File: config.mk
export PLATFORM = sky130hd
export DESIGN_NAME = lsu_pma_top
export DESIGN_NICKNAME = d
export VERILOG_FILES = /design/src/hdl/pma_pkg.sv /design/src/hdl/pma_checker.sv /design/src/hdl/lsu_split.sv /design/src/hdl/lsu_mpu.sv /design/src/hdl/lsu_pma_top.sv
export SDC_FILE = /design/constraint.sdc
export NUM_CORES = 1
export LEC_CHECK = 0
export BUFFER_PORTS_ARGS = -buffer_cell sky130_fd_sc_hd__buf_2
export CORE_MARGIN = 8
export CORE_UTILIZATION = 47
export DETAILED_ROUTE_END_ITERATION = 10
export MAX_ROUTING_LAYER = met4
export PLACE_DENSITY = 0.77
export SLEW_MARGIN = 20
export SYNTH_ARGS = -nofsm -noshare
export SYNTH_HDL_FRONTEND = slang
export SYNTH_HIERARCHICAL = 1
export SYNTH_SLANG_ARGS = --single-unit
File: constraint.sdc
create_clock -name clk_i -period 2.4 [get_ports clk_i]
set_input_delay 0.48 -clock clk_i [delete_from_list [all_inputs] [get_ports clk_i]]
set_output_delay 0.48 -clock clk_i [all_outputs]
set_load 0.05 [all_outputs]
File: src/hdl/pma_pkg.sv
`default_nettype none

package pma_pkg;

  ////////////////////////////////////////////////////////////
  // Address types
  ////////////////////////////////////////////////////////////

  // Byte address as seen on the request side
  typedef logic [31:0] addr_t;

  // Word address, byte address shifted right by two
  typedef logic [31:0] word_addr_t;

  // Access size of a request
  typedef enum logic [1:0] {
    SIZE_BYTE = 2'b00,
    SIZE_HALF = 2'b01,
    SIZE_WORD = 2'b10
  } size_e;

  // Splitter FSM states
  typedef enum logic {
    SPLIT_IDLE   = 1'b0,
    SPLIT_SECOND = 1'b1
  } split_state_e;

  ////////////////////////////////////////////////////////////
  // Region table
  ////////////////////////////////////////////////////////////

  // One region record, bounds in words, high bound exclusive
  typedef struct packed {
    word_addr_t word_addr_low;
    word_addr_t word_addr_high;
    logic       main;
    logic       bufferable;
    logic       cacheable;
    logic       atomic;
  } pma_cfg_t;

  localparam int PMA_NUM_REGIONS = 3;

  // Scanned from index 0 upwards, so a later entry overrides an earlier one
  localparam pma_cfg_t PMA_CFG [PMA_NUM_REGIONS] = '{
    // Main memory, bytes 0x0000_0000 to 0x0001_0000
    '{word_addr_low: 32'h0000_0000, word_addr_high: 32'h0000_4000,
      main: 1'b1, bufferable: 1'b0, cacheable: 1'b1, atomic: 1'b1},
    // Peripheral I/O, bytes 0x1000_0000 to 0x1000_1000
    '{word_addr_low: 32'h0400_0000, word_addr_high: 32'h0400_0400,
      main: 1'b0, bufferable: 1'b1, cacheable: 1'b0, atomic: 1'b0},
    // Uncached window inside entry 0, bytes 0x0000_8000 to 0x0000_9000
    '{word_addr_low: 32'h0000_2000, word_addr_high: 32'h0000_2400,
      main: 1'b1, bufferable: 1'b0, cacheable: 1'b0, atomic: 1'b0}
  };

  // No region hit, treated as plain I/O
  localparam pma_cfg_t PMA_R_DEFAULT = '{
    word_addr_low: '0, word_addr_high: '0,
    main: 1'b0, bufferable: 1'b0, cacheable: 1'b0, atomic: 1'b0};

  // Debug module seen from debug mode, bounds unused
  localparam pma_cfg_t PMA_DBG = '{
    word_addr_low: '0, word_addr_high: '0,
    main: 1'b1, bufferable: 1'b0, cacheable: 1'b0, atomic: 1'b0};

  // Debug module byte range, end exclusive
  localparam addr_t DM_REGION_START = 32'h1A11_0800;
  localparam addr_t DM_REGION_END   = 32'h1A11_1000;

endpackage

`default_nettype wire

File: src/hdl/pma_checker.sv
`timescale 1ns/100ps
`default_nettype none

module pma_checker #(
  parameter bit A_EXT = 1'b1
) (
  input  pma_pkg::addr_t trans_addr_i,
  // Beat from debug mode inside the debug module range
  input  logic           trans_debug_region_i,
  input  logic           trans_pushpop_i,
  input  logic           instr_fetch_access_i,
  input  logic           atomic_access_i,
  // Beat belongs to a split request
  input  logic           misaligned_access_i,
  input  logic           load_access_i,
  output logic           pma_err_o,
  output logic           pma_misaligned_atomic_o,
  output logic           pma_bufferable_o,
  output logic           pma_cacheable_o
);

  import pma_pkg::*;

  word_addr_t word_addr;
  pma_cfg_t   pma_cfg;
  logic       cfg_atomic;
  logic       atomic_access;

  // Table bounds are in words
  assign word_addr = {2'b00, trans_addr_i[31:2]};

  ////////////////////////////////////////////////////////////
  // Region lookup
  ////////////////////////////////////////////////////////////

  always_comb begin
    // Fall back to I/O when nothing matches
    pma_cfg = PMA_R_DEFAULT;

    // Ascending scan, highest matching index ends up in pma_cfg
    for (int i = 0; i < PMA_NUM_REGIONS; i++) begin
      if ((word_addr >= PMA_CFG[i].word_addr_low) &&
          (word_addr <  PMA_CFG[i].word_addr_high)) begin
        pma_cfg = PMA_CFG[i];
      end
    end

    // Debug module attributes beat any table entry
    if (trans_debug_region_i) begin
      pma_cfg = PMA_DBG;
    end
  end

  ////////////////////////////////////////////////////////////
  // Atomic extension
  ////////////////////////////////////////////////////////////

  if (A_EXT) begin : g_atomic
    assign cfg_atomic    = pma_cfg.atomic;
    assign atomic_access = atomic_access_i;
    // Atomic that straddles a word, never issued
    assign pma_misaligned_atomic_o = atomic_access_i && misaligned_access_i;
  end else begin : g_no_atomic
    // Without the extension no access counts as atomic
    assign cfg_atomic    = 1'b0;
    assign atomic_access = 1'b0;
    assign pma_misaligned_atomic_o = 1'b0;
  end

  ////////////////////////////////////////////////////////////
  // Error decision
  ////////////////////////////////////////////////////////////

  always_comb begin
    pma_err_o = 1'b0;

    // Atomic to a region without atomic support
    if (atomic_access && !cfg_atomic) begin
      pma_err_o = 1'b1;
    end

    // Code only runs from main memory
    if (instr_fetch_access_i && !pma_cfg.main) begin
      pma_err_o = 1'b1;
    end

    // I/O cannot take split accesses
    if (misaligned_access_i && !pma_cfg.main) begin
      pma_err_o = 1'b1;
    end

    // Stack push/pop only to main memory
    if (trans_pushpop_i && !pma_cfg.main) begin
      pma_err_o = 1'b1;
    end
  end

  // Fetches, atomics and loads are never bufferable
  assign pma_bufferable_o = pma_cfg.bufferable && !instr_fetch_access_i &&
                            !atomic_access && !load_access_i;

  // Cacheable passes straight from the region
  assign pma_cacheable_o  = pma_cfg.cacheable;

endmodule

`default_nettype wire

File: src/hdl/lsu_split.sv
`timescale 1ns/100ps
`default_nettype none

module lsu_split (
  input  logic           clk_i,
  input  logic           rst_n_i,
  // Request side, req_i is a single-cycle strobe
  input  logic           req_i,
  input  pma_pkg::addr_t req_addr_i,
  input  pma_pkg::size_e req_size_i,
  input  logic           req_we_i,
  input  logic           req_atomic_i,
  input  logic           req_fetch_i,
  input  logic           req_pushpop_i,
  input  logic           dbg_mode_i,
  output logic           busy_o,
  // Word-aligned beats towards the MPU
  output logic           beat_valid_o,
  output pma_pkg::addr_t beat_addr_o,
  output logic           beat_misaligned_o,
  output logic           beat_we_o,
  output logic           beat_atomic_o,
  output logic           beat_fetch_o,
  output logic           beat_pushpop_o,
  output logic           beat_dbg_o
);

  import pma_pkg::*;

  split_state_e state;
  logic         req_accept;
  logic         req_misaligned;

  // Only taken while idle
  assign req_accept = req_i && (state == SPLIT_IDLE);

  // Second beat still pending
  assign busy_o = (state == SPLIT_SECOND);

  // Does the access cross into the next word
  always_comb begin
    case (req_size_i)
      SIZE_HALF: req_misaligned = (req_addr_i[1:0] == 2'b11);
      SIZE_WORD: req_misaligned = (req_addr_i[1:0] != 2'b00);
      default:   req_misaligned = 1'b0;
    endcase
  end

  ////////////////////////////////////////////////////////////
  // Splitter FSM
  ////////////////////////////////////////////////////////////

  always_ff @(posedge clk_i) begin
    if (!rst_n_i) begin
      state        <= SPLIT_IDLE;
      beat_valid_o <= 1'b0;
    end else begin
      beat_valid_o <= 1'b0;
      case (state)
        SPLIT_IDLE: begin
          if (req_accept) begin
            beat_valid_o <= 1'b1;
            // Crossing request needs a second beat
            if (req_misaligned) begin
              state <= SPLIT_SECOND;
            end
          end
        end
        SPLIT_SECOND: begin
          beat_valid_o <= 1'b1;
          state        <= SPLIT_IDLE;
        end
        default: state <= SPLIT_IDLE;
      endcase
    end
  end

  // Beat payload
  always_ff @(posedge clk_i) begin
    if (req_accept) begin
      beat_addr_o       <= {req_addr_i[31:2], 2'b00};
      beat_misaligned_o <= req_misaligned;
      beat_we_o         <= req_we_i;
      beat_atomic_o     <= req_atomic_i;
      beat_fetch_o      <= req_fetch_i;
      beat_pushpop_o    <= req_pushpop_i;
      // Mode as seen with the request
      beat_dbg_o        <= dbg_mode_i;
    end else if (state == SPLIT_SECOND) begin
      // Next word, kind fields held
      beat_addr_o <= beat_addr_o + 32'd4;
    end
  end

  // Requester must respect busy_o
  a_no_req_while_busy : assert property (
    @(posedge clk_i) disable iff (!rst_n_i)
    req_i |-> !busy_o
  );

  // Atomics are word sized only
  a_atomic_word : assert property (
    @(posedge clk_i) disable iff (!rst_n_i)
    (req_i && req_atomic_i) |-> (req_size_i == SIZE_WORD)
  );

endmodule

`default_nettype wire

File: src/hdl/lsu_mpu.sv
`timescale 1ns/100ps
`default_nettype none

module lsu_mpu #(
  parameter bit A_EXT = 1'b1
) (
  input  logic           clk_i,
  input  logic           rst_n_i,
  // Beat from the splitter
  input  logic           beat_valid_i,
  input  pma_pkg::addr_t beat_addr_i,
  input  logic           beat_misaligned_i,
  input  logic           beat_we_i,
  input  logic           beat_atomic_i,
  input  logic           beat_fetch_i,
  input  logic           beat_pushpop_i,
  input  logic           beat_dbg_i,
  // Bus strobe with attributes
  output logic           bus_req_o,
  output pma_pkg::addr_t bus_addr_o,
  output logic           bus_we_o,
  output logic           bus_bufferable_o,
  output logic           bus_cacheable_o,
  // Error pulse in place of the strobe
  output logic           err_o,
  output pma_pkg::addr_t err_addr_o,
  output logic           misaligned_atomic_o
);

  import pma_pkg::*;

  logic debug_region;
  logic pma_err;
  logic pma_misaligned_atomic;
  logic pma_bufferable;
  logic pma_cacheable;
  logic beat_fail;

  // Debug mode access to the debug module
  assign debug_region = beat_dbg_i &&
                        (beat_addr_i >= DM_REGION_START) &&
                        (beat_addr_i <  DM_REGION_END);

  pma_checker #(
    .A_EXT (A_EXT)
  ) u_pma_checker (
    .trans_addr_i            (beat_addr_i),
    .trans_debug_region_i    (debug_region),
    .trans_pushpop_i         (beat_pushpop_i),
    .instr_fetch_access_i    (beat_fetch_i),
    .atomic_access_i         (beat_atomic_i),
    .misaligned_access_i     (beat_misaligned_i),
    .load_access_i           (!beat_we_i),
    .pma_err_o               (pma_err),
    .pma_misaligned_atomic_o (pma_misaligned_atomic),
    .pma_bufferable_o        (pma_bufferable),
    .pma_cacheable_o         (pma_cacheable)
  );

  // Misaligned atomic is dropped even in an atomic region
  assign beat_fail = pma_err || pma_misaligned_atomic;

  ////////////////////////////////////////////////////////////
  // Outcome register
  ////////////////////////////////////////////////////////////

  always_ff @(posedge clk_i) begin
    if (!rst_n_i) begin
      bus_req_o           <= 1'b0;
      err_o               <= 1'b0;
      misaligned_atomic_o <= 1'b0;
    end else begin
      bus_req_o           <= beat_valid_i && !beat_fail;
      err_o               <= beat_valid_i && beat_fail;
      misaligned_atomic_o <= beat_valid_i && pma_misaligned_atomic;
    end
  end

  // Payload follows the beat
  always_ff @(posedge clk_i) begin
    if (beat_valid_i) begin
      bus_addr_o       <= beat_addr_i;
      bus_we_o         <= beat_we_i;
      bus_bufferable_o <= pma_bufferable;
      bus_cacheable_o  <= pma_cacheable;
      err_addr_o       <= beat_addr_i;
    end
  end

  // Strobe and error are exclusive
  a_req_err_excl : assert property (
    @(posedge clk_i) disable iff (!rst_n_i)
    !(bus_req_o && err_o)
  );

endmodule

`default_nettype wire

File: src/hdl/lsu_pma_top.sv
`timescale 1ns/100ps
`default_nettype none

module lsu_pma_top #(
  parameter bit A_EXT = 1'b1
) (
  input  logic           clk_i,
  input  logic           rst_n_i,
  // Request side
  input  logic           req_i,
  input  pma_pkg::addr_t req_addr_i,
  input  pma_pkg::size_e req_size_i,
  input  logic           req_we_i,
  input  logic           req_atomic_i,
  input  logic           req_fetch_i,
  input  logic           req_pushpop_i,
  input  logic           dbg_mode_i,
  output logic           busy_o,
  // Bus side
  output logic           bus_req_o,
  output pma_pkg::addr_t bus_addr_o,
  output logic           bus_we_o,
  output logic           bus_bufferable_o,
  output logic           bus_cacheable_o,
  output logic           err_o,
  output pma_pkg::addr_t err_addr_o,
  output logic           misaligned_atomic_o
);

  import pma_pkg::*;

  ////////////////////////////////////////////////////////////
  // Beat wires, splitter to MPU
  ////////////////////////////////////////////////////////////

  logic  beat_valid;
  addr_t beat_addr;
  logic  beat_misaligned;
  logic  beat_we;
  logic  beat_atomic;
  logic  beat_fetch;
  logic  beat_pushpop;
  logic  beat_dbg;

  lsu_split u_lsu_split (
    .clk_i             (clk_i),
    .rst_n_i           (rst_n_i),
    .req_i             (req_i),
    .req_addr_i        (req_addr_i),
    .req_size_i        (req_size_i),
    .req_we_i          (req_we_i),
    .req_atomic_i      (req_atomic_i),
    .req_fetch_i       (req_fetch_i),
    .req_pushpop_i     (req_pushpop_i),
    .dbg_mode_i        (dbg_mode_i),
    .busy_o            (busy_o),
    .beat_valid_o      (beat_valid),
    .beat_addr_o       (beat_addr),
    .beat_misaligned_o (beat_misaligned),
    .beat_we_o         (beat_we),
    .beat_atomic_o     (beat_atomic),
    .beat_fetch_o      (beat_fetch),
    .beat_pushpop_o    (beat_pushpop),
    .beat_dbg_o        (beat_dbg)
  );

  lsu_mpu #(
    .A_EXT (A_EXT)
  ) u_lsu_mpu (
    .clk_i               (clk_i),
    .rst_n_i             (rst_n_i),
    .beat_valid_i        (beat_valid),
    .beat_addr_i         (beat_addr),
    .beat_misaligned_i   (beat_misaligned),
    .beat_we_i           (beat_we),
    .beat_atomic_i       (beat_atomic),
    .beat_fetch_i        (beat_fetch),
    .beat_pushpop_i      (beat_pushpop),
    .beat_dbg_i          (beat_dbg),
    .bus_req_o           (bus_req_o),
    .bus_addr_o          (bus_addr_o),
    .bus_we_o            (bus_we_o),
    .bus_bufferable_o    (bus_bufferable_o),
    .bus_cacheable_o     (bus_cacheable_o),
    .err_o               (err_o),
    .err_addr_o          (err_addr_o),
    .misaligned_atomic_o (misaligned_atomic_o)
  );

endmodule

`default_nettype wire

==> impl_metrics.json, run 1 <==
{
  "synth_top_family_by_area": "simple AND/OR/NAND/NOR gates",
  "hold_end": "u_lsu_split/beat_atomic_o$_DFFE_PP_",
  "grt_pass1_wl_um": 13850,
  "crit_chain": "ha_1, nand3_1, or4_4, or4_1, a31oi_1",
  "area_growth_pct": 17.39,
  "clock_latency_ns": 0.35,
  "ys.warnings.count": 6,
  "dp_hpwl_um": 6247,
  "antenna_found_initial": 0,
  "reg2reg_depth": 5,
  "ctsHoldBuffers": 0,
  "regToRegSetupSlack_ns": 0.11,
  "tns_ns": 0,
  "critPathCaptureType": "flop",
  "cts.sinks": 76,
  "yosysSeqAreaShare": 0.5989,
  "muxShareOfSynthArea": 0,
  "hold_viol": 0,
  "htreeDepth": 3,
  "top_register": "u_lsu_mpu/bus_addr_o",
  "grt_pass1_vias": 2773,
  "detail-route-antenna-nets": 0,
  "floorplan.initialDensity": 0.4849,
  "wirelength_um": 8581,
  "rsz0062_at_grt": "no",
  "drt_iter0_drc": 250,
  "dieWidth_um": 105.1,
  "synth-compound-area-share": 0.07855,
  "synthAdderAreaFrac": 0.01007,
  "die_h_um": 105.1,
  "largest_reg_flops": 32,
  "path_buf_inv": 0,
  "nFillCells": 694,
  "slowest_delay_ns": 0.59,
  "grt_max_degree": 38,
  "path_class": "reg2reg",
  "finClkSkew_ns": 0.009982,
  "cts-root-buf": "clkbuf_8",
  "r2r_start": "u_lsu_split/beat_addr_o[2]$_DFFE_PP_",
  "wl_per_cell_um": 16.73,
  "drv_cap": 0,
  "grt_overflow_total": 0,
  "synthXorXnorAreaFrac": 0.03290,
  "p_leak_nw": 1.653,
  "largestRegisters": "u_lsu_mpu/bus_addr_o: 32 flops, u_lsu_split/beat_addr_o: 30 flops",
  "gp_congestion": 0.8143,
  "syn_inst": 315,
  "tightest_slew_ns": 0.8591,
  "num_rows": 32,
  "crit_fanout": 10,
  "cts.path.max_buffers": 2,
  "dr_total_vias": 2816,
  "design_area_mm2": 0.004375,
  "max_freq_ghz": 0.4369,
  "required_ns": 2.60,
  "slew_headroom": 0.4273,
  "yosys_register_bits": 76,
  "ys_async_sr_fraction": 0,
  "io_pins": 113,
  "yosysUniqueCellTypes": 40,
  "cts_setup_buffers": 0,
  "finalWorstPathRequiredPeriod_ns": 2.289,
  "peakVddDrop_v": 0.0002524,
  "synth_area_mm2": 0.003727,
  "path_delay_family": "simple AND/OR/NAND/NOR gates",
  "synthSimpleGateAreaFrac": 0.1850,
  "postSynthAreaPerCell_um2": 11.83,
  "final_nets": 451,
  "timing.final.crit_share": 0.9536,
  "cts_tree": "built",
  "ctsResizeCount": 0,
  "die_area_mm2": 0.01104,
  "portBuffers": 112,
  "arrival_ns": 2.49,
  "gr-usage-all-layers": 0.1615,
  "numCtsBuffers": 9,
  "min_delay_path_depth": 1,
  "hold_class": "in2reg",
  "drive_gt1_frac": 0.3723,
  "cp_slowest_cell": "or4_4",
  "slew_violations": 0,
  "place_area_mm2": 0.004207,
  "antenna_cells": 0,
  "powerDensity_mw_per_mm2": 688.8,
  "firstDrtPassIters": 4,
  "drc": 0,
  "ys.flop_type": "edfxtp_1",
  "clk_pin_slew_ns": 0.08,
  "synth_edf_count": 71,
  "min_from": "req_atomic_i",
  "fp.coreArea_mm2": 0.007687,
  "status": "finished, final reports clean",
  "start_kind": "flop",
  "via_per_inst": 5.489,
  "rr_endpoint": "u_lsu_split/beat_addr_o[24]$_DFFE_PP_",
  "setup_violations": 0
}
-- Yosys cell counts, types with 4 or more instances --
cell type / instances / share of area
nor4_1: 6 / 0.010
edfxtp_1: 71 / 0.57
o21ai_0: 16 / 0.021
dfxtp_1: 5 / 0.027
xor2_1: 4 / 0.0094
nand4_1: 11 / 0.018
a31oi_1: 14 / 0.023
nand3_1: 7 / 0.0094
buf_4: 34 / 0.068
nor2_1: 23 / 0.023
nor4_2: 4 / 0.013
inv_1: 8 / 0.0081
o31ai_1: 11 / 0.022
xnor2_1: 10 / 0.023
nor3_1: 6 / 0.0081
or4_1: 12 / 0.024
nand2_1: 25 / 0.025
clkbuf_1: 11 / 0.011
nor4b_1: 4 / 0.0094
-- cells in the final DEF (no fill, tap or decap), drive strengths merged, types with 2 or more instances in the layout --
cell	instances
buf	126
edfxtp	71
nand2	25
nor2	23
o21ai	16
a31oi	14
or4	14
nand4	11
o31ai	11
xnor2	10
clkbuf	10
nor4	10
inv	8
nand3	7
nor3	6
dfxtp	5
nor4b	4
xor2	4
or3	4
clkinvlp	3
or2	3
and4	3
ha	3
clkinv	3
and3	2
and2	2
a21oi	2
conb	2
-- cells by family (layout without fill, tap and decap cells) --
kind of cell,after synthesis,count (layout)
AOI/OAI and AO/OA,47,47
xor gates and xnor gates,14,14
adders and majority gates,3,3
buffers and inverters,55,150
DFF,76,76
other,1,2
and+or+nand+nor,119,119
-- layer usage --
layer	part of all wire	up-vias	global-route usage
met5	0	-	-
met4	0.027	0	0.08461
met3	0.082	18	0.04545
met2	0.49	124	0.2548
met1	0.40	1331	0.1835
li1	-	1343	-
-- metrics by stage --
step | setup WS [ns] | total power (W) | utilization | hold WS, ns | cells
finish | 0.1114 | 0.003014 | 0.5692 | 0.3008 | 513
detailed placement | 0.1450 | 0.002197 | 0.5472 | 0.4573 | 497
global placement | 0.2587 | 0.002183 | 0.5472 | 0.4372 | 497
floorplan | 0.1735 | 0.002058 | - | 0.4264 | 316
CTS | 0.1368 | 0.003029 | 0.5692 | 0.2903 | 513
global route | 0.01045 | 0.003125 | 0.5692 | 0.2912 | 513
-- worst max path at each step --
stage | from | endpoint | slack, ns | depth (start not counted)
floorplan | u_lsu_split/beat_addr_o[2]$_DFFE_PP_ | u_lsu_split/beat_addr_o[24]$_DFFE_PP_ | 0.17 | 6
global placement | u_lsu_split/beat_addr_o[2]$_DFFE_PP_ | u_lsu_split/beat_addr_o[24]$_DFFE_PP_ | 0.26 | 5
detailed placement | u_lsu_split/beat_addr_o[2]$_DFFE_PP_ | u_lsu_split/beat_addr_o[24]$_DFFE_PP_ | 0.15 | 5
CTS | u_lsu_split/beat_addr_o[2]$_DFFE_PP_ | u_lsu_split/beat_addr_o[24]$_DFFE_PP_ | 0.14 | 5
global route | u_lsu_split/beat_addr_o[2]$_DFFE_PP_ | u_lsu_split/beat_addr_o[26]$_DFFE_PP_ | 0.01 | 5
finish | u_lsu_split/beat_addr_o[2]$_DFFE_PP_ | u_lsu_split/beat_addr_o[24]$_DFFE_PP_ | 0.11 | 5
-- final cells by class --
class	instances	area, um2	area share
multi-input cells	185	1150	0.2628
well taps	102	127.6	0.02917
clock buffers	10	127.6	0.02917
clock inverters	6	41.29	0.009437
flip-flops and latches	76	2233	0.5104
repair buffers	126	665.6	0.1521
inverters	8	30.03	0.006863
-- power by group --
part | total, W | switching [W] | internal (W)
Sequential | 0.00165 | 0.0000878 | 0.00156
Combinational | 0.000517 | 0.000371 | 0.000146
Clock | 0.000847 | 0.000474 | 0.000373
Power figures use the tool's default switching activity.
==> run 2, diff against run 1 <==
--- a/config.mk
+++ b/config.mk
@@ -6,7 +6,7 @@
 export NUM_CORES = 1
 export LEC_CHECK = 0
 export BUFFER_PORTS_ARGS = -buffer_cell sky130_fd_sc_hd__buf_2
-export CORE_MARGIN = 8
+export CORE_MARGIN = 3
 export CORE_UTILIZATION = 47
 export DETAILED_ROUTE_END_ITERATION = 10
 export MAX_ROUTING_LAYER = met4
==> impl_metrics.json, run 2 (synthesis gave the netlist of run 1 again) <==
{
  "drv_cap": 0,
  "powerDensity_mw_per_mm2": 738.9,
  "grt_overflow_total": 0,
  "final_nets": 452,
  "area_growth_pct": 19.34,
  "die_area_mm2": 0.009035,
  "fp.coreArea_mm2": 0.007486,
  "final_cell_mix": "buf_2 (112), edfxtp_1 (71), nand2_1 (25)",
  "finalPower_w": 0.003286,
  "ctsHoldBuffers": 0,
  "floorplan.initialDensity": 0.4979,
  "grt_pass1_vias": 2694,
  "hold_class": "in2reg",
  "required_ns": 2.60,
  "top_register": "u_lsu_mpu/bus_addr_o",
  "wl_met2_um": 4053,
  "nFillCells": 634,
  "status": "finished, final reports clean",
  "wl_met3_um": 514,
  "path_delay_family": "simple AND/OR/NAND/NOR gates",
  "largestRegisters": "u_lsu_mpu/bus_addr_o: 32 flops, u_lsu_split/beat_addr_o: 30 flops",
  "rsz0062_at_grt": "no",
  "drc": 0,
  "timing.final.crit_share": 0.9643,
  "num_rows": 31,
  "max_freq_ghz": 0.4321,
  "crit_chain": "ha_1, nand3_1, or4_4, or4_1, a31oi_1",
  "drive_gt1_frac": 0.3786,
  "finClkSkew_ns": 0.009773,
  "gr-usage-all-layers": 0.1867,
  "setup_violations": 0,
  "gp_congestion": 0.8457,
  "clk_pin_slew_ns": 0.08,
  "hold_viol": 0,
  "wl_per_cell_um": 15.80,
  "pwr-share-comb": 0.158,
  "io_pins": 113,
  "die_h_um": 95.06,
  "grt_max_degree": 38,
  "numCtsBuffers": 9,
  "portBuffers": 112,
  "internal_power_w": 0.002356,
  "peakVddDrop_v": 0.0003683,
  "antenna_cells": 0,
  "htreeDepth": 3,
  "clock_latency_ns": 0.36,
  "power_switching_w": 0.0009302,
  "p_seq_frac": 0.501,
  "cts_tree": "built",
  "final_common_cell": "buf_2",
  "slowest_delay_ns": 0.58,
  "cts-root-buf": "clkbuf_8",
  "antenna_found_initial": 0,
  "tightest_slew_ns": 0.8305,
  "start_kind": "flop",
  "largest_reg_flops": 32,
  "detail-route-antenna-nets": 0,
  "cts.sinks": 76,
  "via_per_inst": 5.423,
  "finalWorstPathRequiredPeriod_ns": 2.314,
  "slew_headroom": 0.4464,
  "highest_layer": "met4",
  "dr_total_vias": 2771,
  "wirelength_um": 8072,
  "path_buf_inv": 0,
  "drt-met1-wl_um": 3287,
  "slew_violations": 0,
  "cts.path.max_buffers": 2,
  "path_class": "reg2reg",
  "dieWidth_um": 95.06,
  "cp_slowest_cell": "or4_4",
  "drt_iter0_drc": 187,
  "swShare": 0.2830,
  "dp_hpwl_um": 5683,
  "grt_pass1_wl_um": 12400,
  "arrival_ns": 2.52,
  "crit_fanout": 10,
  "firstDrtPassIters": 4,
  "p_clk_frac": 0.341,
  "p_leak_nw": 1.701,
  "critPathCaptureType": "flop",
  "tns_ns": 0
}
run 2: changes by cell type in the layout (fill, tap and decap cells not counted):
| cell | delta |
|---|---|
| buf_4 | +1 |
| bufinv_16 | +2 |
| clkbuf_1 | -1 |
| clkbuf_8 | +2 |
| clkinv_2 | -1 |
| clkinvlp_4 | -3 |
| inv_6 | +1 |
| or4_1 | -1 |
| or4_4 | +1 |
run 2: metrics by stage:
step | cell area [um2] | instances | setup WS [ns] | hold slack, ns | util
6_report | 4448 | 511 | 0.08563 | 0.2884 | 0.5942
5_1_grt | 4448 | 511 | 0.01372 | 0.2801 | 0.5942
4_1_cts | 4437 | 510 | 0.1120 | 0.2818 | 0.5927
3_5_place_dp | 4203 | 494 | 0.1314 | 0.4521 | 0.5614
3_3_place_gp | 4203 | 494 | 0.2037 | 0.4402 | 0.5614
2_1_floorplan | 3731 | 316 | 0.1735 | 0.4264 | -
run 2: timing repair:
action	in CTS	in global routing
buffers inserted	0	1
endpoints found under the setup margin	0	2
gates resized for setup	0	1
run 2: area by class of cell:
type	count	area, um2	area share
Clock buffer	11	151.4	0.03404
Sequential cell	76	2233	0.5021
Clock inverter	5	82.58	0.01857
Timing Repair Buffer	127	673.1	0.1513
Tap cell	99	123.9	0.02785
Multi-Input combinational cell	185	1154	0.2594
Inverter	8	30.03	0.006751
run 2: worst paths after layout:
kind,end,depth (start not counted),startpoint,slack (ns)
max reg2reg,u_lsu_split/beat_addr_o[28]$_DFFE_PP_,5,u_lsu_split/beat_addr_o[2]$_DFFE_PP_,0.09
min,u_lsu_split/beat_we_o$_DFFE_PP_,1,req_we_i,0.29
min reg2reg,u_lsu_mpu/bus_we_o$_DFFE_PP_,0,u_lsu_split/beat_we_o$_DFFE_PP_,0.47
max,u_lsu_split/beat_addr_o[28]$_DFFE_PP_,5,u_lsu_split/beat_addr_o[2]$_DFFE_PP_,0.09
run 2: worst reg2reg max path: stages, from the launching register on:
cell,delay (ns)
edfxtp_1,0.46
ha_1,0.23
nand3_1,0.14
or4_4,0.59
or4_1,0.54
a31oi_1,0.21
run 2: power by group through the flow:
stage               Sequential [W]  Combinational [W]  Clock [W]
finish                     0.00165           0.000518    0.00112
CTS                        0.00165           0.000516    0.00113
global route               0.00166           0.000553    0.00119
floorplan                  0.00178           0.000274          0
global placement           0.00167           0.000503          0
detailed placement         0.00168           0.000513          0
run 2: routing by layer:
| layer | GRT usage | up-vias |
|---|---|---|
| li1 | - | 1339 |
| met5 | - | - |
| met2 | 0.3024 | 115 |
| met4 | 0.09014 | 0 |
| met3 | 0.04341 | 17 |
| met1 | 0.2204 | 1300 |
